[src/stage_fsm.sv]
// idle, push and pop control for the two word RAMs
// push has priority over pop in idle; pop needs a non-empty output RAM
// in_we and out_re are registered, push_done and pop_start are combinational
`timescale 1ns/100ps

module stage_fsm (
    input  logic clk,
    input  logic reset_n,
    input  logic push_req,
    input  logic pop_req,
    input  logic pop_ack,
    input  logic out_empty,
    output logic push_busy,
    output logic pop_valid,
    output logic in_we,
    output logic out_re,
    output logic push_done,
    output logic pop_start
);

    enum logic [1:0] {st_idle, st_push, st_pop} state, state_next;

    // next state and counter events
    always_comb
    begin
        state_next = state;
        push_done  = 1'b0;
        pop_start  = 1'b0;
        case (state)
            st_idle:
            begin
                if (push_req)
                begin
                    state_next = st_push;
                end
                else if (pop_req && !out_empty)
                begin
                    // counter steps down to the last written word
                    state_next = st_pop;
                    pop_start  = 1'b1;
                end
            end
            st_push:
            begin
                // host drops push_req to finish the push
                if (!push_req)
                begin
                    state_next = st_idle;
                    push_done  = 1'b1;
                end
            end
            st_pop:
            begin
                if (pop_ack)
                begin
                    state_next = st_idle;
                end
            end
            default:
            begin
                state_next = st_idle;
            end
        endcase
    end

    always_ff @(posedge clk)
    begin
        if (!reset_n)
        begin
            state  <= st_idle;
            in_we  <= 1'b0;
            out_re <= 1'b0;
        end
        else
        begin
            state  <= state_next;
            // single write pulse on entry to push
            in_we  <= (state == st_idle) && push_req;
            // read held for the whole pop state
            out_re <= (state_next == st_pop);
        end
    end

    assign push_busy = (state == st_push);
    assign pop_valid = (state == st_pop);

endmodule

[config.mk]
export PLATFORM = sky130hd
export DESIGN_NAME = stage_fsm
export DESIGN_NICKNAME = d
export VERILOG_FILES = /design/src/stage_fsm.sv
export SDC_FILE = /design/constraint.sdc
export NUM_CORES = 1
export LEC_CHECK = 0
export ABC_CLOCK_PERIOD_IN_PS = 1300
export BUFFER_PORTS_ARGS = -buffer_cell sky130_fd_sc_hd__buf_2
export CORE_AREA = 4 4 41 43
export DETAILED_ROUTE_END_ITERATION = 10
export DIE_AREA = 0 0 45 47
export HOLD_SLACK_MARGIN = 0.06
export PLACE_DENSITY = 0.41
export SLEW_MARGIN = 0
export SYNTH_ARGS = -nofsm -noshare
export SYNTH_HDL_FRONTEND = slang
export SYNTH_SLANG_ARGS = --single-unit
[constraint.sdc]
create_clock -name clk -period 1.3 [get_ports clk]
set_clock_uncertainty 0.2 [all_clocks]
set_input_delay 0.13 -clock clk [delete_from_list [all_inputs] [get_ports clk]]
set_output_delay 0.13 -clock clk [all_outputs]
set_load 0.02 [all_outputs]
# Word-level counts from Yosys, hierarchy flattened
# Index checks and enable logic that the tools add are counted.
# W data, S select, Z words.
# op_classes
n_eq_ne	3
mux	10
reduce_logical	4
# ops
operator	count
$mux W2	4
$pmux W2 S3	1
$mux W1	5
$eq A2 B2 Y1 const B	2
$eq A2 B1 Y1 const B	1
$logic_and A1 B1 Y1	2
$logic_not A2 Y1	1
$logic_not A1 Y1	1
# totals
regBits	4
in_bits	6
output_inout_bits	6
wordCells	20

# Longest topological paths before layout
# logic_depth
depth_word	6
mapped_depth	2
depth_no_buf	2

# Worst setup path after synthesis
# OpenSTA, ideal clock, no wires.
# synth_path
path_type	register to output
from	register state[1] (netlist bit)
to	output port pop_start
t_arrival_ns	1.159
t_required_ns	0.970
path_slack_ns	-0.189
path_stages_with_launch	3
path_buffers	0
cell_sequence	dfxtp_1 -> or4b_4 -> nor2_1
# synth_between
elab_chain_cells	2
# synth_lines
item	line_no	rtl
start, declared	21	enum logic [1:0] {st_idle, st_push, st_pop} state, state_next;
start signal, assigned	70	state <= st_idle;
start signal, assigned	76	state <= state_next;
$logic_not A2 Y1	29	case (state)
$mux W1	29	
end, declared	18	output logic pop_start
# No other way between the ends.

# Final worst setup path
# Ends and elaborated chain as after synthesis.

==> results.json <==
{
  "hp-class": "input port to flop",
  "clock_path_buffers": 2,
  "drive_gt1_frac": 0.684,
  "p_clk_frac": 0.427,
  "synth-seq-cells": 4,
  "highest_layer": "met3",
  "cts_made_buffers": 3,
  "path_delay_family": "simple AND/OR/NAND/NOR gates",
  "grt_pass1_wl_um": 786,
  "required_ns": 0.97,
  "vias": 195,
  "grt_pass1_vias": 202,
  "coreArea_mm2": 0.00130,
  "multi_input_area_um2": 98.8,
  "cts_root_buf": "clkbuf_4",
  "clk_pin_slew_ns": 0.04,
  "initialDrtViolationCount": 0,
  "n_antenna_cell": 0,
  "violations": "negative setup slack",
  "syn_inst": 16,
  "max_freq_ghz": 0.629,
  "rsz0062_at_grt": "yes",
  "status": "finished, violations left",
  "relSlewSlack": 0.842,
  "die_height_um": 47,
  "final_common_cell": "buf_2",
  "finalSetupViolations": 5,
  "cts_htree_levels": 1,
  "ir_worst_vdd_mv": 0.315,
  "crit_path_top_delay_cell": "or4b_4",
  "first_pass_iters": 1,
  "postRouteAntennaNets": 0,
  "grt_max_degree": 6,
  "syn_area_um2": 154,
  "detail_route.vias_per_cell": 3.68,
  "syn_avg_cell_area_um2": 9.62,
  "pwr-share-comb": 0.198,
  "p_sw_frac": 0.234,
  "seq_area_um2": 81.3,
  "arrival_ns": 1.26,
  "crit_path_start_kind": "flop",
  "mostFrequentLayoutCells": "buf_2, buf_4, buf_6",
  "drc": 0,
  "syn_nets": 22,
  "fin_nets": 46,
  "p_seq_frac": 0.375,
  "fillers": 150,
  "syn_to_final_growth_pct": 140,
  "crit_type": "flop to output port",
  "p_int_uw": 273,
  "place.gp.congestion": 0.683,
  "die_x_um": 45,
  "antenna_found_initial": 0,
  "cts.sinks": 4,
  "dieArea_mm2": 0.00212,
  "ys_seq_area_frac": 0.520,
  "endpoint_kind": "output port",
  "finalCritPeriodShare": 1.22,
  "routedWlPerCell_um": 9.62,
  "drt-met1-wl_um": 161,
  "grt_overflow": 0,
  "dpl_worst_slack_ns": -0.0968,
  "path_cells": "or4b_4 > nor2_4 > buf_6",
  "numPortBuffers": 11,
  "drv_slew": 0,
  "wirelength_um": 510,
  "cellPowerDensity_mw_per_mm2": 964,
  "ioPinCount": 12,
  "utilization": 0.284,
  "worstPathBufferInverterCount": 1,
  "hold_viol_final": 0,
  "max_cap_violations": 0,
  "fin_crit_ns": 1.59,
  "met2_length_um": 256,
  "critPathMaxStageDelay_ns": 0.50,
  "fin_ws_ns": -0.290,
  "cts_tree": "built",
  "std_cell_rows": 13,
  "hpwl_um": 344,
  "ys_types": 10,
  "met3_wirelength_um": 92,
  "insertion_delay_ns": 0.23,
  "grtUsageTotal": 0.0593,
  "worst_pin_slew_ns": 0.236,
  "p_sw_uw": 83.1,
  "crit_path_max_fanout": 2,
  "yosysWarningCount": 0,
  "p_leak_uw": 0.000173,
  "start_util": 0.118
}
==> final timing paths <==
kind,from,to,slack [ns],cells after the start
hold / removal,out_empty,state[1],0.18,5
setup / recovery,state[1],pop_start,-0.29,3
hold reg to reg,state[1],state[0],0.32,2
setup reg to reg,state[1],state[1],-0.14,4
==> per-stage QoR <==
stage	instance area (um2)	std cells	power (uW)	hold slack [ns]	TNS [ns]
after global routing	369	53	392	0.181	-1.20
final	369	53	356	0.177	-0.914
after floorplan	164	16	159	0.0677	-0.0323
after global placement	260	45	183	0.192	-0.155
after detailed placement	260	45	183	0.206	-0.161
after CTS	324	51	356	0.100	-0.709
==> area by class of cell <==
| cell class | count | area share |
|---|---|---|
| Multi-Input combinational cell | 12 | 0.268 |
| Sequential cell | 4 | 0.220 |
| Timing Repair Buffer | 19 | 0.400 |
| Clock buffer | 3 | 0.0610 |
| Tap cell | 15 | 0.0508 |
==> flip-flops by register name, summed over array words and instances, names as in the netlist <==
name and count:
state 2, in_we 1, out_re 1
==> per-layer routing <==
layer,GRT usage,vias to the layer above
li1,-,99
met1,0.0501,84
met2,0.0734,12
met3,0.0460,0
met4,0.0877,0
met5,0,-
==> power by group through the flow <==
stage / Clock, uW / Combinational (uW) / Sequential [uW]
after detailed placement: 0 / 48.4 / 135
after global routing: 183 / 75.7 / 134
after floorplan: 0 / 21.0 / 138
final: 152 / 70.5 / 134
after CTS: 165 / 58.3 / 133
after global placement: 0 / 48.2 / 135
==> tightest hold or removal path, cell delays in order <==
cell and delay, ns:
buf_2 0.08, or4b_4 0.13, buf_4 0.10, buf_6 0.09
a21oi_2 0.04
==> timing repair <==
action / 4_1_cts / 5_1_grt
gates resized for setup: 4 / 9
buffers inserted: 0 / 2
gates cloned: 0 / 0
hold endpoints to repair: 4 / 0
setup endpoints to repair: 6 / 6
hold buffers: 3 / 0
pin swaps: 1 / 0
==> synthesized netlist by cell type <==
cell type	count	area, um2
nand2_1	1	3.75
nor2_1	2	7.51
nor2b_1	2	12.5
a21oi_1	2	10.0
and2b_1	1	7.51
nand2b_1	1	6.26
or4b_4	1	13.8
nor3_1	1	5.00
dfxtp_1	4	80.1
or2b_1	1	7.51
==> logic make-up (layout without fill, tap and decap cells) <==
group | Yosys count | count (layout) | synth area share
DFF | 4 | 4 | 0.520
and+or+nand+nor | 10 | 10 | 0.415
buffers and inverters | 0 | 22 | 0
AOI/OAI and AO/OA | 2 | 2 | 0.0650
Note: power is estimated with default switching activity, not from simulation.
