===== config.mk =====
export PLATFORM = sky130hd
export DESIGN_NAME = csr_bank
export DESIGN_NICKNAME = d
export VERILOG_FILES = /design/src/stage_pkg.sv /design/src/csr_bank.sv
export SDC_FILE = /design/constraint.sdc
export NUM_CORES = 2
export LEC_CHECK = 0
export BUFFER_PORTS_ARGS = -buffer_cell sky130_fd_sc_hd__buf_2
export CAP_MARGIN = 20
export CORE_ASPECT_RATIO = 1.2
export CORE_MARGIN = 2
export CORE_UTILIZATION = 60
export DETAILED_ROUTE_END_ITERATION = 8
export PLACE_DENSITY = 0.73
export SKIP_CTS_REPAIR_TIMING = 1
export SYNTH_ARGS = -nofsm -noshare
export SYNTH_HDL_FRONTEND = slang
export SYNTH_SLANG_ARGS = --single-unit

===== constraint.sdc =====
create_clock -name clk -period 3.3 [get_ports clk]
set_input_delay 0.33 -clock clk [delete_from_list [all_inputs] [get_ports clk]]
set_output_delay 0.33 -clock clk [all_outputs]
set_load 0.01 [all_outputs]

===== src/stage_pkg.sv =====
// shared widths, CSR map and word type for the staging buffer
// CSR map covers 64 registers; slave addresses at 64 and above are ignored
// both RAM counters reset to buffer_base, so address 0 is never used
package stage_pkg;

    // bus and CSR bank sizes
    localparam int csr_addr_width = 8;
    localparam int csr_data_width = 32;
    localparam int csr_count      = 64;

    // word RAM geometry
    localparam int ram_addr_width = 14;
    localparam int word_width     = 64;

    // first usable RAM address, also the empty level of both counters
    localparam logic [ram_addr_width-1:0] buffer_base = ram_addr_width'(1);

    // CSR indices
    localparam int csr_control    = 0;
    localparam int csr_push       = 35;
    localparam int csr_push_lo    = 36;
    localparam int csr_push_hi    = 37;
    localparam int csr_pop        = 38;
    localparam int csr_pop_lo     = 39;
    localparam int csr_pop_hi     = 40;
    localparam int csr_out_status = 45;
    localparam int csr_in_count   = 50;
    localparam int csr_out_count  = 51;

    // bit positions inside those CSRs
    localparam int bit_drain_enable = 2;
    localparam int bit_push_req     = 0;
    localparam int bit_push_busy    = 31;
    localparam int bit_pop_valid    = 0;
    localparam int bit_pop_ack      = 31;
    localparam int bit_out_empty    = 0;
    localparam int bit_pop_req      = 31;

    // one RAM word, or the two CSR halves that carry it
    typedef struct packed {
        logic [csr_data_width-1:0] hi;
        logic [csr_data_width-1:0] lo;
    } stage_halves_t;

    typedef union packed {
        logic [word_width-1:0] word;
        stage_halves_t         half;
    } stage_word_u;

endpackage


===== src/csr_bank.sv =====
// 64 x 32-bit CSR bank behind the bus slave port
// fixed one-cycle read latency with no wait states
// a bus write beats any hardware status update to the same register
// a write and a read in the same cycle perform only the write
`timescale 1ns/100ps

module csr_bank (
    input  logic                                  clk,
    input  logic                                  reset_n,
    input  logic [stage_pkg::csr_addr_width-1:0]  slave_address,
    input  logic [stage_pkg::csr_data_width-1:0]  slave_writedata,
    input  logic                                  slave_write,
    input  logic                                  slave_read,
    input  logic                                  slave_chipselect,
    output logic [stage_pkg::csr_data_width-1:0]  slave_readdata,
    input  logic                                  push_busy,
    input  logic                                  pop_valid,
    input  stage_pkg::stage_word_u                pop_word,
    input  logic [stage_pkg::ram_addr_width-1:0]  in_addr,
    input  logic [stage_pkg::ram_addr_width-1:0]  out_addr,
    input  logic                                  out_empty,
    output logic                                  push_req,
    output logic                                  pop_req,
    output logic                                  pop_ack,
    output logic                                  drain_enable,
    output stage_pkg::stage_word_u                push_word
);

    // register file
    logic [stage_pkg::csr_count-1:0][stage_pkg::csr_data_width-1:0] csr_regs;

    // low address bits pick the register and addr_valid screens the rest
    logic [$clog2(stage_pkg::csr_count)-1:0] csr_index;
    logic                                    addr_valid;
    logic                                    fsm_idle;

    assign csr_index  = slave_address[$clog2(stage_pkg::csr_count)-1:0];
    assign addr_valid =
        (slave_address < stage_pkg::csr_addr_width'(stage_pkg::csr_count));
    // neither push nor pop flag means the fsm sits in idle
    assign fsm_idle   = !push_busy && !pop_valid;

    // command bits out to the control logic
    assign push_req     = csr_regs[stage_pkg::csr_push][stage_pkg::bit_push_req];
    assign pop_req      = csr_regs[stage_pkg::csr_out_status][stage_pkg::bit_pop_req];
    assign pop_ack      = csr_regs[stage_pkg::csr_pop][stage_pkg::bit_pop_ack];
    assign drain_enable = csr_regs[stage_pkg::csr_control][stage_pkg::bit_drain_enable];

    // push word built from the two halves
    always_comb
    begin
        push_word.half.hi = csr_regs[stage_pkg::csr_push_hi];
        push_word.half.lo = csr_regs[stage_pkg::csr_push_lo];
    end

    always_ff @(posedge clk)
    begin
        if (!reset_n)
        begin
            csr_regs       <= '0;
            slave_readdata <= '0;
        end
        else
        begin
            // status mirrors refreshed every cycle
            csr_regs[stage_pkg::csr_push][stage_pkg::bit_push_busy]        <= push_busy;
            csr_regs[stage_pkg::csr_pop][stage_pkg::bit_pop_valid]         <= pop_valid;
            csr_regs[stage_pkg::csr_out_status][stage_pkg::bit_out_empty]  <= out_empty;

            // ack only lives until the fsm is back in idle
            if (fsm_idle)
            begin
                csr_regs[stage_pkg::csr_pop][stage_pkg::bit_pop_ack] <= 1'b0;
            end

            // recapture the output RAM word for the whole pop state
            if (pop_valid)
            begin
                csr_regs[stage_pkg::csr_pop_hi] <= pop_word.half.hi;
                csr_regs[stage_pkg::csr_pop_lo] <= pop_word.half.lo;
            end

            // debug view of both address counters
            csr_regs[stage_pkg::csr_in_count] <=
                {{(stage_pkg::csr_data_width - stage_pkg::ram_addr_width){1'b0}}, in_addr};
            csr_regs[stage_pkg::csr_out_count] <=
                {{(stage_pkg::csr_data_width - stage_pkg::ram_addr_width){1'b0}}, out_addr};

            // bus access last, so a write overrides the updates above
            if (slave_write && slave_chipselect && addr_valid)
            begin
                csr_regs[csr_index] <= slave_writedata;
            end
            else if (slave_read && slave_chipselect && addr_valid)
            begin
                slave_readdata <= csr_regs[csr_index];
            end
        end
    end

endmodule


## Word-level counts from Yosys, hierarchy flattened

Cells that the tools add are included.
W data, S select, Z words.

- Bits in registers: 2080

- Magnitude comparators: 3
- Multiplexer cells: 10
- Bitwise logic cells: 1
- Reduce and logical (&&, ||, !) cells: 10

Operator list:

| kind | number |
|---|---|
| $bwmux W2048 | 1 |
| $mux W1646 | 1 |
| $bmux W32 S6 | 1 |
| $demux W32 S6 | 1 |
| $mux W64 | 2 |
| $mux W32 | 2 |
| $lt A8 B7 Y1 const B | 1 |
| $lt A6 B7 Y1 const B | 1 |
| $ge A6 B1 Y1 const B | 1 |
| $logic_and A1 B1 Y1 | 6 |
| $reduce_and A2 Y1 | 2 |
| $logic_not A1 Y1 | 2 |
| $mux W1 | 2 |
| $not A1 Y1 | 1 |

## Longest topological paths before layout

- Depth in word-level cells: 6
- Gate-level depth with buffers: 11
- Mapped depth without buffers: 6

## Worst setup path before layout

No wires, ideal clock.

- Path kind: input-to-reg
- From: input port slave_address[0] (netlist bit)
- To: register slave_readdata[14] (netlist bit)
- Arrival: 1.873 ns
- Required time: 3.166 ns
- Path slack: 1.293 ns
- Cell stages on the path: 8
- Buffers on the path: 3
- Path through: buf_6 > buf_6 > buf_2 > mux2_2 > a221oi_1 > o221ai_1 > a21oi_1 > a41oi_1

- Cells in the longest elaborated chain, start to end: 4
- Elaborated cells on any way between the ends: 7
- Those cells by class: order compare (1); mux (2); bitwise (1); reduce/logical (3)

RTL lines:

| what | RTL line | source |
|---|---|---|
| from (decl) | csr_bank.sv:10 | `input logic [stage_pkg::csr_addr_width-1:0] slave_address,` |
| $lt A8 B7 Y1 | csr_bank.sv:39 | `(slave_address < stage_pkg::csr_addr_width'(stage_pkg::csr_count));` |
| $logic_and A1 B1 Y1 | csr_bank.sv:90 | `if (slave_write && slave_chipselect && addr_valid)` |
| $not A1 Y1 (no line) | -- |  |
| $reduce_and A2 Y1 (no line) | -- |  |
| to (signal assigned) | csr_bank.sv:96 | `slave_readdata <= csr_regs[csr_index];` |
| to (decl) | csr_bank.sv:15 | `output logic [stage_pkg::csr_data_width-1:0] slave_readdata,` |

Several ways; a longest one is shown, not always the timed one. The select of a mux whose other input is x is not followed.
A chain may end at the register's enable or synchronous reset.

## Final worst setup path

- From: input port slave_address[0] (netlist bit)
- To: register slave_readdata[26] (netlist bit)

Same word-level chain as after synthesis.

==> impl_metrics.json <==
{
  "status": "finished with violations",
  "violations": "design-rule violations",
  "drtIter0Drc": 13007,
  "clkSinkCount": 2080,
  "overflow": 0,
  "setup_viol_count_final": 0,
  "avgViaCountPerCell": 6.64,
  "area.growth.synth_to_final_pct": 13.7,
  "regArea_um2": 41600,
  "ys_ff_latch": 2080,
  "final_nets": 11124,
  "place_area_um2": 98800,
  "layout_min_cycle_time_ps": 2860,
  "clockBufferDepth": 3,
  "grt_util_all_layers_pct": 46.9,
  "yosys_warnings": 0,
  "row_count": 159,
  "yosys-top-cells-area": "dfxtp_1 (44%), nand2_1 (16%), a21boi_1 (9.4%)",
  "wire_per_inst_um": 29.2,
  "total_power_uw": 53500,
  "h-tree-depth": 4,
  "yosysTopAreaCellShare_pct": 44.3,
  "multi_input_area_um2": 47100,
  "drtAntennaViolNets": 0,
  "clk_pin_slew_ps": 70,
  "portBuffers": 239,
  "finalHoldViolations": 0,
  "synth_ff_type": "dfxtp_1",
  "path_max_fanout": 21,
  "crit_arrival_ps": 3610,
  "rsz0062_at_grt": "no",
  "initial_utilization_pct": 60.2,
  "layout_common_cells": "nand2_1 (4074), dfxtp_1 (2080), a21boi_1 (1178)",
  "crit_path_end_kind": "register",
  "worstPathRequired_ps": 4050,
  "power_density_nw_per_um2": 501,
  "dp_hpwl_um": 242000,
  "die_y_um": 437,
  "grt_pass1_vias": 82062,
  "dieArea_um2": 160000,
  "final_common_cell": "nand2_1",
  "synth_cell_type_count": 75,
  "drv_slew": 0,
  "clk_latency_ps": 910,
  "grt_start_max_net_pins": 149,
  "ir_worst_vdd_uv": 637,
  "wl_um": 387000,
  "worst_pin_slew_ps": 1460,
  "vias": 88055,
  "antenna_found_initial": 33,
  "synth_cells": 11042,
  "synth.net_count": 11182,
  "drive_above_1_share_pct": 14.0,
  "maxCapViolCount": 0,
  "gp_congestion": 1.02,
  "synth_area_um2": 94000,
  "finClkSkew_ps": 40.9,
  "fillerInstances": 12284,
  "ys_seq_area_share_pct": 44.3,
  "dieWidth_um": 365,
  "start_kind": "input port",
  "p_leak_uw": 0.0374,
  "synth-edff-count": 0,
  "cts_buffers": 204,
  "synth.avg_cell_area_um2": 8.51,
  "hp-class": "in -> reg",
  "yosys.area.top_type": "dfxtp_1",
  "cts-root-buf": "clkbuf_16",
  "pin_count": 240,
  "relSlewSlack_pct": 2.82,
  "grt_pass1_wl_um": 552000,
  "firstDrtPassIters": 9,
  "critPathKind": "in -> reg",
  "final_cell_area_um2": 107000,
  "async_flop_share_pct": 0,
  "coreArea_um2": 156000,
  "cts_tree": "done",
  "finalCritPeriodShare_pct": 86.8,
  "fmax_ghz": 0.349,
  "remaining_drc_errors": 2
}
[final timing paths]
check / from / cells past startpoint / slack [ps] / endpoint
setup / recovery: slave_address[0] / 9 / 440 / slave_readdata[26]
hold / removal: slave_writedata[6] / 3 / 20 / csr_regs[1574]
setup reg to reg: push_word[52] / 7 / 660 / slave_readdata[20]
hold reg to reg: csr_regs[1562] / 2 / 450 / csr_regs[1562]
[area by class of cell]
| type | instances | share of cell area [%] |
|---|---|---|
| Antenna cell | 15 | 0.0351 |
| Tap cell | 2093 | 2.45 |
| Sequential cell | 2080 | 39.0 |
| Inverter | 4 | 0.0187 |
| Clock inverter | 80 | 0.848 |
| Clock buffer | 294 | 5.66 |
| Multi-Input combinational cell | 7778 | 44.1 |
| Timing Repair Buffer | 916 | 7.91 |
[logic make-up (layout without fill, tap and decap cells)]
| kind of cell | Yosys count | after routing | share of synthesized area [%] |
|---|---|---|---|
| AOI/OAI and AO/OA | 2761 | 2761 | 22.2 |
| DFF | 2080 | 2080 | 44.3 |
| muxes | 594 | 594 | 9.60 |
| buffers and inverters | 1184 | 1294 | 5.73 |
| other | 0 | 15 | 0 |
| and+or+nand+nor | 4423 | 4423 | 18.1 |
[where the power goes]
group | switching, uW | internal [uW]
clock network | 10500 | 13900
logic | 2540 | 1320
registers | 88.0 | 25200
[critical path, stage by stage]
cell,delay [ps]
buf_8,370
buf_12,210
buf_4,240
buf_4,230
mux4_2,570
a32o_1,300
a21oi_1,900
and4_1,320
a31oi_1,80
[flip-flops by register name, indices dropped and copies added, names as in the netlist]
register	count
csr_regs	1980
push_word	64
slave_readdata	32
drain_enable	1
pop_ack	1
pop_req	1
push_req	1
[synth_stat cells (all sizes together), types with 9 or more instances]
library cell  instances
nor2                214
mux2                 52
a21boi             1948
clkbuf              784
a22o                 16
and3                 45
o221ai               11
mux2i               302
a22oi                81
nand4                10
a21oi                56
mux4                240
buf                 396
o22ai                86
nand3                17
o21ai               121
a221oi              282
o211a                64
and4                  9
o221a                14
a31oi                27
dfxtp              2080
and2                 11
nand2              4086
[stage by stage]
step / instances / TNS (ps) / worst slack, ps / utilization (%) / hold slack (ps)
global placement: 12764 / -688 / -426 / 63.3 / 437
finish: 13260 / 0 / 437 / 68.5 / 20.9
CTS: 13139 / 0 / 695 / 67.8 / -301
global route: 13246 / 0 / 547 / 68.5 / 11.7
detailed placement: 12765 / -239 / -239 / 63.3 / 443
floorplan: 11042 / 0 / 1290 / - / 430
[routing by layer]
layer	GRT usage (%)	vias up	wire length, um
met1	57.7	42447	133000
met2	67.6	6609	160000
li1	-	37189	-
met5	0	-	156
met4	36.4	24	37300
met3	15.3	1786	55900
(Power assumes the default switching activity.)
