--- config.mk ---
export PLATFORM = sky130hd
export DESIGN_NAME = addr_counters
export DESIGN_NICKNAME = d
export VERILOG_FILES = /design/src/stage_pkg.sv /design/src/addr_counters.sv
export SDC_FILE = /design/constraint.sdc
export NUM_CORES = 1
export LEC_CHECK = 0
export BUFFER_PORTS_ARGS = -buffer_cell sky130_fd_sc_hd__buf_2
export CAP_MARGIN = 0
export CORE_AREA = 2 2 68 70
export CTS_CLUSTER_DIAMETER = 30
export DETAILED_ROUTE_END_ITERATION = 8
export DIE_AREA = 0 0 70 72
export PLACE_DENSITY = 0.69
export SYNTH_ARGS = -nofsm -noshare
export SYNTH_HDL_FRONTEND = slang
export SYNTH_SLANG_ARGS = --single-unit
--- constraint.sdc ---
create_clock -name clk -period 2.54 [get_ports clk]
set_clock_uncertainty 0.2 [all_clocks]
set_input_delay 0.508 -clock clk [delete_from_list [all_inputs] [get_ports clk]]
set_output_delay 0.508 -clock clk [all_outputs]
set_load 0.01 [all_outputs]
--- src/stage_pkg.sv ---
// shared widths, CSR map and word type for the staging buffer
// CSR map covers 64 registers; slave addresses at 64 and above are ignored
// both RAM counters reset to buffer_base, so address 0 is never used
package stage_pkg;

    // bus and CSR bank sizes
    localparam int csr_addr_width = 8;
    localparam int csr_data_width = 32;
    localparam int csr_count      = 64;

    // word RAM geometry
    localparam int ram_addr_width = 14;
    localparam int word_width     = 64;

    // first usable RAM address, also the empty level of both counters
    localparam logic [ram_addr_width-1:0] buffer_base = ram_addr_width'(1);

    // CSR indices
    localparam int csr_control    = 0;
    localparam int csr_push       = 35;
    localparam int csr_push_lo    = 36;
    localparam int csr_push_hi    = 37;
    localparam int csr_pop        = 38;
    localparam int csr_pop_lo     = 39;
    localparam int csr_pop_hi     = 40;
    localparam int csr_out_status = 45;
    localparam int csr_in_count   = 50;
    localparam int csr_out_count  = 51;

    // bit positions inside those CSRs
    localparam int bit_drain_enable = 2;
    localparam int bit_push_req     = 0;
    localparam int bit_push_busy    = 31;
    localparam int bit_pop_valid    = 0;
    localparam int bit_pop_ack      = 31;
    localparam int bit_out_empty    = 0;
    localparam int bit_pop_req      = 31;

    // one RAM word, or the two CSR halves that carry it
    typedef struct packed {
        logic [csr_data_width-1:0] hi;
        logic [csr_data_width-1:0] lo;
    } stage_halves_t;

    typedef union packed {
        logic [word_width-1:0] word;
        stage_halves_t         half;
    } stage_word_u;

endpackage

--- src/addr_counters.sv ---
// input and output RAM address counters
// drain decrement beats a push increment in the same cycle
// out_we increment beats pop_start; host must not pop during a drain
`timescale 1ns/100ps

module addr_counters (
    input  logic                                 clk,
    input  logic                                 reset_n,
    input  logic                                 push_done,
    input  logic                                 pop_start,
    input  logic                                 drain_enable,
    input  logic                                 out_we,
    output logic [stage_pkg::ram_addr_width-1:0] in_addr,
    output logic [stage_pkg::ram_addr_width-1:0] out_addr,
    output logic                                 out_empty,
    output logic                                 drain_re
);

    logic drain_step;

    // one drain read per cycle while words remain
    assign drain_step = drain_enable && (in_addr > stage_pkg::buffer_base);

    always_ff @(posedge clk)
    begin
        if (!reset_n)
        begin
            in_addr  <= stage_pkg::buffer_base;
            out_addr <= stage_pkg::buffer_base;
            drain_re <= 1'b0;
        end
        else
        begin
            // strobe lines up with the already decremented address
            drain_re <= drain_step;

            if (drain_step)
            begin
                in_addr <= in_addr - 1'b1;
            end
            else if (push_done)
            begin
                in_addr <= in_addr + 1'b1;
            end

            // step past each word written by the drain pipe
            if (out_we)
            begin
                out_addr <= out_addr + 1'b1;
            end
            else if (pop_start)
            begin
                out_addr <= out_addr - 1'b1;
            end
        end
    end

    assign out_empty = (out_addr == stage_pkg::buffer_base);

endmodule

After elaboration in Yosys (flattened, before gate mapping)
Index checks and enable logic that the tools add are counted.

Add/sub/neg operators: 4. Order comparisons: 1. Equal/unequal tests: 1. Multiplexer cells: 4. Reductions and logical operators: 3.

Operators by type and width (count): 14-bit 2-to-1 mux (4); 14-bit by 1-bit adder with 14-bit output, second input constant (2); 14-bit by 1-bit subtractor with 14-bit output, second input constant (2); 14-bit by 1-bit == test with 1-bit output, second input constant (1); 14-bit by 1-bit greater-than comparator with 1-bit output, second input constant (1); 2-bit nonzero test (2); 1-bit logical AND (1).

Bits in registers: 29. Input bits: 6.

Logic depth before layout (Yosys ltp)
Gate-level depths: netlist of the first run.

Depth in word-level cells: 3. Depth in mapped cells: 7.

Worst setup path after synthesis of the first run
Ideal clock, no wire load.

Kind: flip-flop to output port. Start: register out_addr[5] in the netlist's numbering. End: output port out_empty. Arrival time: 1.495 ns. Path slack: 0.337 ns. Cell stages (with the launch flop): 4. Path buffers: 1. Cells stage by stage: dfxtp_1 > clkbuf_1 > or4_1 > nor4_1.

Word-level cells in the longest chain between the ends: 1.

Ends and longest elaborated chain: start, declared (RTL line addr_counters.sv:14) `output logic [stage_pkg::ram_addr_width-1:0] out_addr,`; start signal, assigned (RTL line addr_counters.sv:29) `out_addr <= stage_pkg::buffer_base;`; start signal, assigned (RTL line addr_counters.sv:49) `out_addr <= out_addr + 1'b1;`; start signal, assigned (RTL line addr_counters.sv:53) `out_addr <= out_addr - 1'b1;`; 14-bit by 1-bit == test with 1-bit output (RTL line addr_counters.sv:58) `assign out_empty = (out_addr == stage_pkg::buffer_base);`; end, declared (RTL line addr_counters.sv:15) `output logic out_empty,`.

No other way between the ends.

Final worst setup path of the first run
Start: register out_addr[4] in the netlist's numbering. End: output port out_empty.

The elaborated chain is that of the path after synthesis.

==> results.sh, run 1 <==
export IMPL_slowest_stage="or4_1"
export IMPL_max_cap_violations=0
export IMPL_cts_tree="yes"
export IMPL_avgSynthCellArea_sq_um=8.16
export IMPL_synth_edff_count=0
export IMPL_fin_ws_ns=0.0783
export IMPL_syn_to_final_growth_pct=17.7
export IMPL_grt_pass1_vias=1607
export IMPL_place_congestion=0.949
export IMPL_initial_utilization_pct=43.6
export IMPL_clk_pin_slew_ns=0.07
export IMPL_start_kind="flop"
export IMPL_synth_ff_type="dfxtp_1"
export IMPL_synth_top_cell_area_share_pct=31.2
export IMPL_p_sw_share_pct=41.5
export IMPL_cts_setup_buffers=0
export IMPL_clkPwrFrac_pct=17.6
export IMPL_root_buffer="clkbuf_8"
export IMPL_wire_per_inst_um=13.3
export IMPL_grt_usage_pct=17.4
export IMPL_layout_commonest_cell="buf_2"
export IMPL_crit_cells=3
export IMPL_path_class="flop to output port"
export IMPL_ir_drop_uv=426
export IMPL_globalRouteOverflowTotal=0
export IMPL_crit_buf_inv=1
export IMPL_grt_max_degree=22
export IMPL_critPathMaxFanout=8
export IMPL_drive_gt1_share_pct=20.1
export IMPL_worstRegToRegCells=6
export IMPL_setup_viol=0
export IMPL_worst_slew_pin_slew_ns=0.521
export IMPL_drt_iter0_markers=88
export IMPL_status="finished, final reports clean"
export IMPL_clkSinkCount=29
export IMPL_ys_top_cells_by_area="dfxtp_1, mux2i_1, nand2_1"
export IMPL_synth_fp_nets=240
export IMPL_cp_required_ns=1.83
export IMPL_die_x_um=70
export IMPL_firstDrtPassIters=4
export IMPL_place_ws_ns=0.349
export IMPL_final_min_clock_period_ns=2.46
export IMPL_htreeDepth=2
export IMPL_nNetsFinal=279
export IMPL_rsz0062_at_grt="false"
export IMPL_cp_top_family="simple AND/OR/NAND/NOR gates"
export IMPL_cts_resized=0
export IMPL_rows=24
export IMPL_antenna_found_initial=0
export IMPL_cts_buffer_depth=2
export IMPL_syn_inst=228
export IMPL_vias=1731
export IMPL_grt_first_pass_wirelength_um=7070
export IMPL_dieArea_sq_mm=0.00504
export IMPL_synth_seq_cells=29
export IMPL_synth_seq_area_share_pct=31.2
export IMPL_endpoint_kind="output port"
export IMPL_worst_hold_path_num_cells=2
export IMPL_ant_nets=0
export IMPL_power_switching_w=0.000869
export IMPL_hold_class="flop to flop"
export IMPL_num_io_pins=36
export IMPL_antenna_cells=0
export IMPL_die_height_um=72
export IMPL_max_freq_mhz=406
export IMPL_syn_area_sq_mm=0.00186
export IMPL_clkLatencyLatePin_ns=0.28
export IMPL_post_route_drc_count=0
export IMPL_maxSlewViolCount=0
export IMPL_routed_via_density=5.41
export IMPL_slew_headroom_pct=64.7
export IMPL_final_util_pct=51.3
export IMPL_post_route_period_util_pct=96.9
export IMPL_hpwl_um=3170
export IMPL_leakage_nw=1.04
export IMPL_hold_buffers=0
export IMPL_ys_warn_count=0
export IMPL_combPwrFrac_pct=47.7
export IMPL_holdWs_ns=0.290
export IMPL_synth_distinct_cells=43
export IMPL_pwr_share_seq_pct=34.8
export IMPL_final_cell_mix="buf_2, dfxtp_1, nand2_1"
export IMPL_yosys_area_top_type="dfxtp_1"
export IMPL_numCtsBuffers=5
export IMPL_drt_total_wl_um=4260
export IMPL_async_flop_share_pct=0
export IMPL_slowest_delay_ns=0.62
export IMPL_internal_power_w=0.00122
export IMPL_p_per_area_mw_per_mm2=956
export IMPL_io_buffer_count=35
export IMPL_hold_viol_final=0
export IMPL_coreArea_sq_mm=0.00426
export IMPL_worstPathArrival_ns=1.75
export IMPL_fill_cells=420
export IMPL_path_cells="or4_1, nor4_2, buf_2"
export IMPL_finalSetupTns_ns=0
## cell families after synthesis
family / share of synthesized area (%)
AO/OA/AOI/OAI: 8.74
XOR/XNOR: 5.65
adder cells (fa/ha/maj): 4.03
buffers and inverters: 4.24
flip-flops: 31.2
multiplexers: 12.4
AND/OR/NAND/NOR: 33.7
## layout make-up
cell class                      count  area [sq um]  share of cell area [%]
Multi-Input combinational cell    180          1210                    55.1
Sequential cell                    29           581                    26.5
Clock inverter                      2          10.0                   0.457
Tap cell                           52          65.1                    2.97
Inverter                           11          41.3                    1.89
Clock buffer                        6          72.6                    3.31
Timing Repair Buffer               40           213                    9.71
## state kept, by name (all words and copies together), names as in the netlist
name      flops
in_addr      14
out_addr     14
drain_re      1
## synthesized netlist by cell type (7+ instances only)
cell type	instances
dfxtp_1	29
nand2_1	27
nor2_1	24
mux2i_1	22
nand2b_1	13
nand3_1	13
inv_1	11
xnor2_1	10
clkbuf_1	7
## power groups by stage
stage | logic (W) | clock network (W) | registers (W)
after floorplan | 0.000730 | 0 | 0.000743
after global placement | 0.000986 | 0 | 0.000733
after detailed placement | 0.00100 | 0 | 0.000735
after CTS | 0.00101 | 0.000386 | 0.000726
after global routing | 0.00109 | 0.000406 | 0.000752
final | 0.000998 | 0.000368 | 0.000728
## worst reg2reg max path, cell delays in order, from the launching register on
cell	delay (ns)
dfxtp_1	0.40
nor4_4	0.35
nand2_2	0.13
o31ai_4	0.27
buf_4	0.22
mux2_2	0.36
mux2i_1	0.11
## through the flow
| step | total power [W] | cell area (sq um) | instances |
|---|---|---|---|
| floorplan | 0.00147 | 1860 | 228 |
| global placement | 0.00172 | 2100 | 312 |
| detailed placement | 0.00173 | 2100 | 312 |
| CTS | 0.00212 | 2180 | 320 |
| global route | 0.00225 | 2190 | 320 |
| finish | 0.00209 | 2190 | 320 |
## routing by layer
layer  track usage [%]  share of wire [%]  up-vias
li1                  -                  -      883
met1              20.6                 44      795
met2              29.5                 49       46
met3              5.28                5.2        7
met4              7.26                1.2        0
met5                 0                  0        -
## path summary, 6_finish.rpt
check / start / endpoint / slack (ns)
worst max-delay path: out_addr[4] / out_empty / 0.08
worst max register to register: in_addr[6] / in_addr[13] / 0.39
worst min-delay path: in_addr[13] / in_addr[13] / 0.29
worst min register to register: in_addr[13] / in_addr[13] / 0.29
(Power assumes the default switching activity.)
==> run 2, diff against run 1 <==
Settings changed: MAX_ROUTING_LAYER set to met4, PLACE_DENSITY 0.69 to 0.72.
Clock period 2.54 ns to 2 ns, I/O delays scaled along.
==> results.sh, run 2 (synthesis gave the netlist of run 1 again) <==
export IMPL_clk_pin_slew_ns=0.06
export IMPL_hold_class="primary input to flop"
export IMPL_grt_usage_pct=21.6
export IMPL_max_freq_mhz=450
export IMPL_path_class="flop to output port"
export IMPL_grt_first_pass_wirelength_um=8450
export IMPL_ant_nets=0
export IMPL_hpwl_um=3700
export IMPL_post_route_period_util_pct=111
export IMPL_antenna_found_initial=0
export IMPL_wire_per_inst_um=14.9
export IMPL_status="finished, violations left"
export IMPL_vias=2002
export IMPL_routed_via_density=5.55
export IMPL_io_buffer_count=35
export IMPL_dp_cells=341
export IMPL_grt_max_degree=24
export IMPL_layout_commonest_cell="buf_4"
export IMPL_startpoint="out_addr[5]"
export IMPL_dieArea_sq_mm=0.00504
export IMPL_drt_iter0_markers=135
export IMPL_htreeDepth=2
export IMPL_coreArea_sq_mm=0.00426
export IMPL_clkLatencyLatePin_ns=0.28
export IMPL_violations="setup timing"
export IMPL_slowest_delay_ns=0.54
export IMPL_numCtsBuffers=5
export IMPL_grt_pass1_vias=1846
export IMPL_fill_cells=352
export IMPL_path_cells="or4_4, nor4_4, buf_2"
export IMPL_post_route_drc_count=0
export IMPL_die_x_um=70
export IMPL_start_kind="flop"
export IMPL_drt_total_wl_um=5380
export IMPL_place_ws_ns=0.0260
export IMPL_endpoint_kind="output port"
export IMPL_final_min_clock_period_ns=2.22
export IMPL_syn_to_final_growth_pct=44.9
export IMPL_cts_tree="yes"
export IMPL_place_congestion=0.957
export IMPL_power_w=0.00361
export IMPL_die_height_um=72
export IMPL_max_cap_violations=0
export IMPL_p_per_area_mw_per_mm2=1340
export IMPL_antenna_cells=0
export IMPL_firstDrtPassIters=4
export IMPL_ir_drop_uv=536
export IMPL_num_io_pins=36
export IMPL_cp_required_ns=1.40
export IMPL_worst_slew_pin_slew_ns=0.449
export IMPL_nNetsFinal=320
export IMPL_maxSlewViolCount=0
export IMPL_drive_gt1_share_pct=38.8
export IMPL_hold_buffers=0
export IMPL_critPathMaxFanout=4
export IMPL_reg_top3="in_addr (14), out_addr (14), drain_re (1)"
export IMPL_initial_utilization_pct=43.6
export IMPL_leakage_nw=1.27
export IMPL_globalRouteOverflowTotal=0
export IMPL_r2r_start="out_addr[5]"
export IMPL_worstPathArrival_ns=1.62
export IMPL_slew_headroom_pct=70.1
export IMPL_final_cell_mix="buf_4, buf_2, nand2_1"
export IMPL_holdWs_ns=0.202
export IMPL_stdcell_count=361
export IMPL_root_buffer="clkbuf_8"
export IMPL_worstHoldStart="reset_n"
export IMPL_fin_ws_ns=-0.223
export IMPL_hold_viol_final=0
export IMPL_slowest_stage="or4_4"
export IMPL_clkSinkCount=29
export IMPL_rsz0062_at_grt="true"
export IMPL_rows=24
export IMPL_setup_viol=11
export IMPL_cts_buffer_depth=2
## run 2: area by class of cell
cell class	instances	area, sq um	share of cell area, %
Multi-Input combinational cell	180	1320	48.8
Tap cell	52	65.1	2.41
Clock buffer	7	96.3	3.57
Sequential cell	29	593	22.0
Timing Repair Buffer	81	579	21.5
Clock inverter	1	5.00	0.186
Inverter	11	41.3	1.53
## run 2: routing by layer
metal  global-route usage (%)  up-vias  wire length [um]
li1                         -      965                 -
met3                     5.28       14               269
met1                     25.2      953              2290
met4                     8.76        0               144
met2                     35.9       70              2670
met5                        -        -                 0
## run 2: critical path: cells and delay by family (launching register included)
kind                   cells  cell delay [ns]
and+or+nand+nor            2             0.82
DFF                        1             0.36
buffers and inverters      1             0.17
## run 2: final timing paths
check / endpoint / slack, ns / depth (start not counted)
hold reg to reg: in_addr[13] / 0.30 / 2
setup reg to reg: out_addr[12] / -0.12 / 7
setup / recovery: out_empty / -0.22 / 3
hold / removal: in_addr[0] / 0.20 / 2
## run 2: timing repair
item                                    in CTS  in global routing
pin swaps                                    4                  5
cloned                                       0                  2
setup buffers                                2                  8
endpoints found under the setup margin       1                 16
gates resized for setup                      7                 22
## run 2: power breakdown
| group | switching [W] | total [W] | internal [W] |
|---|---|---|---|
| Sequential | 0.000110 | 0.000822 | 0.000711 |
| Clock | 0.000232 | 0.000543 | 0.000311 |
| Combinational | 0.00104 | 0.00225 | 0.00121 |
| Total | 0.00138 | 0.00361 | 0.00223 |
## run 2: through the flow
step / cell area (sq um) / TNS (ns) / utilization, %
2_1_floorplan: 1880 / -0.112 / -
3_3_place_gp: 2350 / 0 / 55.1
3_5_place_dp: 2350 / 0 / 55.1
4_1_cts: 2490 / -0.267 / 58.4
5_1_grt: 2700 / -1.65 / 63.2
6_report: 2700 / -0.676 / 63.2
