==> src/stage_pkg.sv <==
// shared widths, CSR map and word type for the staging buffer
// CSR map covers 64 registers; slave addresses at 64 and above are ignored
// both RAM counters reset to buffer_base, so address 0 is never used
package stage_pkg;

    // bus and CSR bank sizes
    localparam int csr_addr_width = 8;
    localparam int csr_data_width = 32;
    localparam int csr_count      = 64;

    // word RAM geometry
    localparam int ram_addr_width = 14;
    localparam int word_width     = 64;

    // first usable RAM address, also the empty level of both counters
    localparam logic [ram_addr_width-1:0] buffer_base = ram_addr_width'(1);

    // CSR indices
    localparam int csr_control    = 0;
    localparam int csr_push       = 35;
    localparam int csr_push_lo    = 36;
    localparam int csr_push_hi    = 37;
    localparam int csr_pop        = 38;
    localparam int csr_pop_lo     = 39;
    localparam int csr_pop_hi     = 40;
    localparam int csr_out_status = 45;
    localparam int csr_in_count   = 50;
    localparam int csr_out_count  = 51;

    // bit positions inside those CSRs
    localparam int bit_drain_enable = 2;
    localparam int bit_push_req     = 0;
    localparam int bit_push_busy    = 31;
    localparam int bit_pop_valid    = 0;
    localparam int bit_pop_ack      = 31;
    localparam int bit_out_empty    = 0;
    localparam int bit_pop_req      = 31;

    // one RAM word, or the two CSR halves that carry it
    typedef struct packed {
        logic [csr_data_width-1:0] hi;
        logic [csr_data_width-1:0] lo;
    } stage_halves_t;

    typedef union packed {
        logic [word_width-1:0] word;
        stage_halves_t         half;
    } stage_word_u;

endpackage

==> src/drain_pipe.sv <==
// drain read pipeline from input RAM q to output RAM write
// out_we follows each drain_re by exactly three cycles
// no back-pressure; up to three reads in flight
`timescale 1ns/100ps

module drain_pipe (
    input  logic                   clk,
    input  logic                   reset_n,
    input  logic                   drain_re,
    input  stage_pkg::stage_word_u in_q,
    output logic                   out_we,
    output stage_pkg::stage_word_u out_data
);

    // flag 1: RAM q valid, flag 2: word held in q_hold
    logic                   read_flag_1;
    logic                   read_flag_2;
    logic                   write_next;
    stage_pkg::stage_word_u q_hold;

    assign write_next = read_flag_2;

    // strobe delay flags
    always_ff @(posedge clk)
    begin
        if (!reset_n)
        begin
            read_flag_1 <= 1'b0;
            read_flag_2 <= 1'b0;
            out_we      <= 1'b0;
        end
        else
        begin
            read_flag_1 <= drain_re;
            read_flag_2 <= read_flag_1;
            out_we      <= write_next;
        end
    end

    // payload follows its flag, so back-to-back reads keep their own word
    always_ff @(posedge clk)
    begin
        if (read_flag_1)
        begin
            q_hold <= in_q;
        end
        if (write_next)
        begin
            out_data <= q_hold;
        end
    end

endmodule

==> config.mk <==
export PLATFORM = sky130hd
export DESIGN_NAME = drain_pipe
export DESIGN_NICKNAME = d
export VERILOG_FILES = /design/src/stage_pkg.sv /design/src/drain_pipe.sv
export SDC_FILE = /design/constraint.sdc
export NUM_CORES = 1
export LEC_CHECK = 0
export BUFFER_PORTS_ARGS = -buffer_cell sky130_fd_sc_hd__buf_4
export CORE_MARGIN = 8
export CORE_UTILIZATION = 40
export CTS_CLUSTER_DIAMETER = 80
export CTS_CLUSTER_SIZE = 30
export DETAILED_ROUTE_END_ITERATION = 10
export GPL_TIMING_DRIVEN = 0
export PLACE_DENSITY = 0.64
export SKIP_LAST_GASP = 1
export SLEW_MARGIN = 15
export SYNTH_ARGS = -nofsm -noshare
export SYNTH_HDL_FRONTEND = slang
export SYNTH_SLANG_ARGS = --single-unit
==> constraint.sdc <==
create_clock -name clk -period 2.65 [get_ports clk]
set_input_delay 0 -clock clk [delete_from_list [all_inputs] [get_ports clk]]
set_output_delay 0 -clock clk [all_outputs]
set_load 0.01 [all_outputs]
### Word-level counts from Yosys, hierarchy flattened

Index checks and enable logic that the tools add are counted.

| storage, ports and cells | value |
|---|---|
| flip-flop bits (word level) | 131 |
| input bits | 67 |
| output and inout bits | 65 |
| logic and storage cells | 5 |

### Logic depth before layout (Yosys ltp)

Gate-level depths: netlist (run 1).

| logic depth | value |
|---|---|
| depth in word-level cells | 0 |
| mapped depth | 1 |
| mapped depth without buffers | 1 |

### Worst setup path before layout (run 1)

No wires, ideal clock.

| timing path | value |
|---|---|
| path type | reg2reg |
| start point | register read_flag_1 |
| end point | register q_hold[0] (netlist name) (enable) |
| library setup time | 0.427 ns |
| data arrival time | 1.680 ns |
| path slack | 0.543 ns |
| stages on the path, launching flop included | 1 |
| path buffers | 0 |
| cells stage by stage | dfxtp_1 |

RTL lines:

| item | RTL line | RTL |
|---|---|---|
| start, declared | drain_pipe.sv:16 | `logic read_flag_1;` |
| start signal, assigned | drain_pipe.sv:34 | `read_flag_1 <= drain_re;` |
| end signal, assigned | drain_pipe.sv:45 | `q_hold <= in_q;` |
| end, declared | drain_pipe.sv:19 | `stage_pkg::stage_word_u q_hold;` |

No word-level cell between the ends.

### Final worst setup path (run 1)

| timing path | value |
|---|---|
| start point | register read_flag_2 |
| end point | register out_data[38] (netlist name) (enable) |

RTL lines:

| item | RTL line | RTL |
|---|---|---|
| start, declared | drain_pipe.sv:17 | `logic read_flag_2;` |
| start signal, assigned | drain_pipe.sv:35 | `read_flag_2 <= read_flag_1;` |
| end signal, assigned | drain_pipe.sv:49 | `out_data <= q_hold;` |
| end, declared | drain_pipe.sv:12 | `output stage_pkg::stage_word_u out_data` |

No word-level cell between the ends.

==> results.sh, run 1 <==
export IMPL_layout_min_cycle_time_ps=1190
export IMPL_clk_pin_slew_worst_paths_ps=60
export IMPL_synth_top_family_by_area="simple AND/OR/NAND/NOR gates"
export IMPL_vias_per_cell=4.17
export IMPL_track_usage=0.125
export IMPL_crit_slowest_cell="dfxtp_4"
export IMPL_gp_congestion=0.670
export IMPL_num_vias=2083
export IMPL_worstHoldStart="in_q[25]"
export IMPL_path_delay_family="flip-flops"
export IMPL_outcome="completed"
export IMPL_r2r_start="read_flag_2"
export IMPL_io_pins=132
export IMPL_grt_pass1_vias=2281
export IMPL_place_ws_ps=1470
export IMPL_final_design_area_no_fill_um2=6380
export IMPL_drive_gt1_frac=0.454
export IMPL_synth_compound_area_share=0
export IMPL_cpPeakStageDelay_ps=540
export IMPL_clock_sinks=131
export IMPL_skew_ps=7.49
export IMPL_path_class="reg -> reg"
export IMPL_timing_rr_end="out_data[38]"
export IMPL_synth_cell_types=3
export IMPL_timing_hold_ws_ps=218
export IMPL_synth_seq_cells=131
export IMPL_area_growth_syn_to_layout_pct=62.7
export IMPL_hp_class="in -> reg"
export IMPL_routed_wl_um=8010
export IMPL_coreArea_um2=9640
export IMPL_syn_area_um2=3920
export IMPL_crit_path_max_fanout=44
export IMPL_ant_nets=0
export IMPL_synth_area_per_cell_um2=29.3
export IMPL_fp_dieArea_um2=13200
export IMPL_synth_simple_area_share=0.00478
export IMPL_rr_worst_depth=1
export IMPL_grt_overflow_total=0
export IMPL_avgRoutedWirePerCell_um=16.1
export IMPL_rsz0062_at_grt="no"
export IMPL_grt_start_max_net_pins=47
export IMPL_dieWidth_um=115
export IMPL_cp_cell_sequence="buf_12"
export IMPL_antennaDiodeCount=0
export IMPL_muxShareOfSynthArea=0
export IMPL_power_density_nw_per_um2=763
export IMPL_port_buffers=131
export IMPL_cts_setup_buffers=0
export IMPL_rows=36
export IMPL_post_cts_resized=0
export IMPL_reg2reg_slack_ps=1460
export IMPL_yosysWarnings=0
export IMPL_worst_ep_required_time_ps=2830
export IMPL_utilization=0.662
export IMPL_crit_path_start_kind="register"
export IMPL_critPathCaptureType="register"
export IMPL_fin_setup_tns_ps=0
export IMPL_cts_tree="done"
export IMPL_slew_headroom=0.788
export IMPL_leakagePower_uw=0.00243
export IMPL_max_freq_mhz=843
export IMPL_maxCapViolCount=0
export IMPL_syn_num_nets=201
export IMPL_clockRootBuffer="clkbuf_8"
export IMPL_worstMarginPinSlew_ps=318
export IMPL_cts_htree_levels=4
export IMPL_clockBufferDepth=2
export IMPL_crit_buf_inv=1
export IMPL_drv_slew=0
export IMPL_peakVddDrop_v=0.000435
export IMPL_dr_pass1_iters=4
export IMPL_critPathArrivalTime_ps=1360
export IMPL_detailed_place_area_um2=5130
export IMPL_die_h_um=115
export IMPL_nets=420
export IMPL_drtIter0Drc=102
export IMPL_hold_end="q_hold[25]"
export IMPL_insertion_delay_ps=500
export IMPL_worstHoldPathCells=2
export IMPL_setup_violations=0
export IMPL_synth_fa_ha_area_frac=0
export IMPL_finalHoldViolCount=0
export IMPL_yosysSeqAreaShare=0.995
export IMPL_syn_inst=134
export IMPL_cts_inserted_buffers=17
export IMPL_cts_hold_buf=67
export IMPL_antenna_found_initial=0
export IMPL_setup_slack_ps=1460
export IMPL_grt_pass1_wl_um=12100
export IMPL_finalCritPeriodShare=0.448
export IMPL_synth_xor_xnor_area_share=0
export IMPL_start_util=0.407
export IMPL_drc=0
## where the power goes
| part | switching (uW) | total [uW] | internal, uW |
|---|---|---|---|
| Clock | 880 | 2250 | 1370 |
| Sequential | 27.7 | 2380 | 2350 |
| Combinational | 79.5 | 240 | 160 |
## per-layer routing
metal,up-vias,global-route usage,wire (um)
met5,-,0,0
met4,0,0.0552,53
met3,6,0.0630,817
met2,93,0.201,4020
met1,992,0.135,3120
li1,992,-,-
## Yosys cell counts, drive strengths merged
cell type | n | area, um^2
edfxtp | 128 | 3840
dfxtp | 3 | 60.1
and2 | 3 | 18.8
## how the worst max path moves through the flow
stage | slack, ps | from | cells past startpoint | to
floorplan | 540 | read_flag_1 | 0 | q_hold[0]
global placement | -70 | read_flag_1 | 0 | q_hold[53]
detailed placement | 1470 | read_flag_2 | 1 | out_data[27]
CTS | 1460 | read_flag_2 | 1 | out_data[38]
global route | 1430 | read_flag_2 | 1 | out_data[37]
finish | 1460 | read_flag_2 | 1 | out_data[38]
## state kept, by name, summed over array words and instances, names as in the netlist
register     count
out_we           1
out_data        64
read_flag_1      1
q_hold          64
read_flag_2      1
## metrics by stage
stage	std cells	total power, uW
floorplan	134	2450
global placement	398	2580
detailed placement	400	2580
CTS	499	4930
global route	499	5060
finish	499	4870
## cells by family after synthesis
group         Yosys count
simple gates            3
flops                 131
## layout by cell type (no fill, tap or decap)
master         synthesis  final
buf_4                  0    131
edfxtp_1             128    128
dlygate4sd3_1          0     67
clkbuf_16              0     16
clkinvlp_4             0      4
inv_6                  0      4
and2_1                 3      3
inv_8                  0      3
bufinv_16              0      2
dfxtp_4                0      2
clkbuf_8               0      1
clkinv_4               0      1
clkbuf_1               0      1
buf_12                 0      1
buf_16                 0      1
dfxtp_1                3      1
## final cells by class
type,instances,area (um^2)
fill,657,3260
timing repair buffer,200,1700
clock buffer,18,418
clock inverter,14,168
sequential,131,3910
tap,133,166
multi-input combinational,3,18.8
Power figures use the tool's default switching activity.
==> run 2: changes to the inputs <==
--- a/config.mk
+++ b/config.mk
@@ -5,6 +5,7 @@
 export SDC_FILE = /design/constraint.sdc
 export NUM_CORES = 1
 export LEC_CHECK = 0
+export ABC_AREA = 1
 export BUFFER_PORTS_ARGS = -buffer_cell sky130_fd_sc_hd__buf_4
 export CORE_MARGIN = 8
 export CORE_UTILIZATION = 40
@@ -12,7 +13,7 @@
 export CTS_CLUSTER_SIZE = 30
 export DETAILED_ROUTE_END_ITERATION = 10
 export GPL_TIMING_DRIVEN = 0
-export PLACE_DENSITY = 0.64
+export PLACE_DENSITY = 0.66
 export SKIP_LAST_GASP = 1
 export SLEW_MARGIN = 15
 export SYNTH_ARGS = -nofsm -noshare
==> constraint.sdc (replaced) <==
create_clock -name clk -period 1 [get_ports clk]
set_input_delay 0 -clock clk [delete_from_list [all_inputs] [get_ports clk]]
set_output_delay 0 -clock clk [all_outputs]
set_load 0.01 [all_outputs]
==> run 2 against run 1 <==
Against the previous run: the run now ends with setup timing left; flip-flop and latch count unchanged; register-to-register slack worse by 1400 ps; clock-buffer cell count stayed put; area after synthesis about the same; worst hold slack got worse by 9.5 ps; power grew to 2.7 times the previous value; clock skew up 0.56 ps; cell count is 1.2% higher; first-iteration DRC count down 22%; critical endpoint is now out_data[24]; highest routed layer unchanged.
==> results.sh, run 2 <==
export IMPL_outcome="finished, violations left"
export IMPL_violations="setup timing"
export IMPL_synth_cell_types=4
export IMPL_drv_slew=0
export IMPL_worstHoldPathCells=2
export IMPL_synth_seq_cells=131
export IMPL_yosysWarnings=0
export IMPL_layout_commonest_cell="edfxtp_1"
export IMPL_start_util=0.407
export IMPL_cts_tree="done"
export IMPL_drc=0
export IMPL_nets=427
export IMPL_synth_xor_xnor_area_share=0
export IMPL_power_density_nw_per_um2=1980
export IMPL_grt_pass1_vias=2530
export IMPL_critPathArrivalTime_ps=1070
export IMPL_final_design_area_no_fill_um2=6700
export IMPL_yosysTopAreaCellShare=0.979
export IMPL_max_freq_mhz=933
export IMPL_layout_common_cells="edfxtp_1 (128), buf_4 (70), dlygate4sd3_1 (67)"
export IMPL_place_hpwl_um=4800
export IMPL_syn_num_nets=204
export IMPL_maxCapViolCount=0
export IMPL_leakagePower_uw=0.00256
export IMPL_worst_ep_required_time_ps=1000
export IMPL_grt_overflow_total=0
export IMPL_worstMarginPinSlew_ps=278
export IMPL_gp_congestion=0.660
export IMPL_fp_dieArea_um2=13200
export IMPL_clockBufferDepth=2
export IMPL_drive_gt1_frac=0.449
export IMPL_hp_class="in -> reg"
export IMPL_rsz0062_at_grt="yes"
export IMPL_die_h_um=115
export IMPL_use_met1=0.132
export IMPL_syn_inst=137
export IMPL_grt_start_max_net_pins=33
export IMPL_grtUsageMet3=0.0678
export IMPL_top_regs="out_data (64), q_hold (64)"
export IMPL_coreArea_um2=9640
export IMPL_grt_pass1_wl_um=13900
export IMPL_avgRoutedWirePerCell_um=18.3
export IMPL_clk_pin_slew_worst_paths_ps=60
export IMPL_antennaDiodeCount=0
export IMPL_cts_htree_levels=4
export IMPL_reg2reg_slack_ps=70
export IMPL_ant_nets=0
export IMPL_cpPeakStageDelay_ps=420
export IMPL_vias_per_cell=4.25
export IMPL_cts_inserted_buffers=17
export IMPL_hold_end="q_hold[36]"
export IMPL_track_usage=0.147
export IMPL_skew_ps=8.05
export IMPL_crit_path_start_kind="register"
export IMPL_synth_area_per_cell_um2=28.7
export IMPL_slew_headroom=0.815
export IMPL_synth_fa_ha_area_frac=0
export IMPL_yosysTopAreaCell="edfxtp_1"
export IMPL_synth_top_family_by_area="buffers and inverters"
export IMPL_layout_min_cycle_time_ps=1070
export IMPL_antenna_found_initial=0
export IMPL_synthTopCellsByCount="edfxtp_1 (128), dfxtp_1 (3), inv_1 (3), nand2_1 (3)"
export IMPL_r2r_start="read_flag_2"
export IMPL_async_reset_ff_frac=0
export IMPL_place_ws_ps=-325
export IMPL_ys_flop_type="edfxtp_1"
export IMPL_drtIter0Drc=80
export IMPL_num_vias=2147
export IMPL_synth_compound_area_share=0
export IMPL_area_growth_syn_to_layout_pct=70.6
export IMPL_crit_buf_inv=1
export IMPL_clockRootBuffer="clkbuf_8"
export IMPL_use_met2=0.278
export IMPL_path_delay_family="flip-flops"
export IMPL_peakVddDrop_v=0.00135
export IMPL_critPathCaptureType="output port"
export IMPL_synth_edf_count=128
export IMPL_syn_area_um2=3930
export IMPL_rr_worst_depth=1
export IMPL_clock_sinks=131
export IMPL_finalCritPeriodShare=1.07
export IMPL_yosysSeqAreaShare=0.994
export IMPL_finalNonFillerCells=505
export IMPL_path_class="reg -> out"
export IMPL_utilization=0.695
export IMPL_dp_cells=401
export IMPL_port_buffers=131
export IMPL_cp_cell_sequence="buf_6"
export IMPL_worstHoldStart="in_q[36]"
export IMPL_muxShareOfSynthArea=0
export IMPL_setup_slack_ps=-71.3
export IMPL_io_pins=132
export IMPL_dr_pass1_iters=4
export IMPL_finalHoldViolCount=0
export IMPL_synthTopCellsByArea="edfxtp_1 (98%), dfxtp_1 (1.5%), inv_1 (0.29%)"
export IMPL_dieWidth_um=115
export IMPL_timing_rr_end="out_data[20]"
export IMPL_power_total_uw=13300
export IMPL_insertion_delay_ps=500
export IMPL_crit_path_max_fanout=1
export IMPL_detailed_place_area_um2=5080
export IMPL_synth_most_common_cell="edfxtp_1"
export IMPL_busiest_layer="met2"
export IMPL_routed_wl_um=9240
export IMPL_synth_simple_area_share=0.00287
export IMPL_rows=36
export IMPL_crit_slowest_cell="edfxtp_1"
export IMPL_setup_violations=63
-- run 2: changes by cell type after synthesis, sizes merged --
cell	previous run	this run
and2	3	0
inv	0	3
nand2	0	3
-- run 2: area by class of cell --
cell class / instances / area, um^2
Inverter: 3 / 11.3
Clock buffer: 18 / 418
Clock inverter: 13 / 185
Sequential cell: 131 / 3910
Multi-Input combinational cell: 3 / 11.3
Timing Repair Buffer: 204 / 1990
Tap cell: 133 / 166
Fill cell: 586 / 2940
-- run 2: routing by layer --
metal  vias to the layer above  part of all wire  routed length, um
met5                         -                 0                  0
met4                         0             0.012                108
met3                        12             0.078                721
met2                        76              0.58               5350
met1                      1057              0.33               3070
li1                       1002                 -                  -
-- run 2: worst max path at each step --
stage,cells after the start,from,to,slack (ps)
after floorplan,0,read_flag_1,q_hold[0],-110
after global placement,0,read_flag_1,q_hold[47],-280
after detailed placement,0,read_flag_2,out_data[31],-320
after CTS,1,out_data[9],out_data[9],-80
after global routing,1,out_data[24],out_data[24],-130
final,1,out_data[24],out_data[24],-70
-- run 2: kinds of logic (layout without fill, tap and decap cells) --
| logic type | after synthesis | after routing |
|---|---|---|
| buffers and inverters | 3 | 238 |
| flip-flops | 131 | 131 |
| AND/OR/NAND/NOR | 3 | 3 |
-- run 2: stage by stage --
stage / hold WS [ps] / TNS (ps)
detailed placement: 179 / -40160
global placement: 178 / -35700
global route: 196 / -4470
CTS: 185 / -2890
finish: 209 / -1160
floorplan: 92.8 / -14350
-- run 2: repair_timing --
action,CTS,global route
endpoints found under the hold margin,67,0
cloned,0,0
gates resized for setup,48,13
setup buffers,6,0
hold buffers,67,0
setup endpoints to repair,194,64
-- run 2: where the power goes --
part           total, uW  internal [uW]  switching [uW]  leakage, uW
clock network       6230           4030            2200     0.000283
logic                736            480             256      0.00106
registers           6310           6240            67.3      0.00121
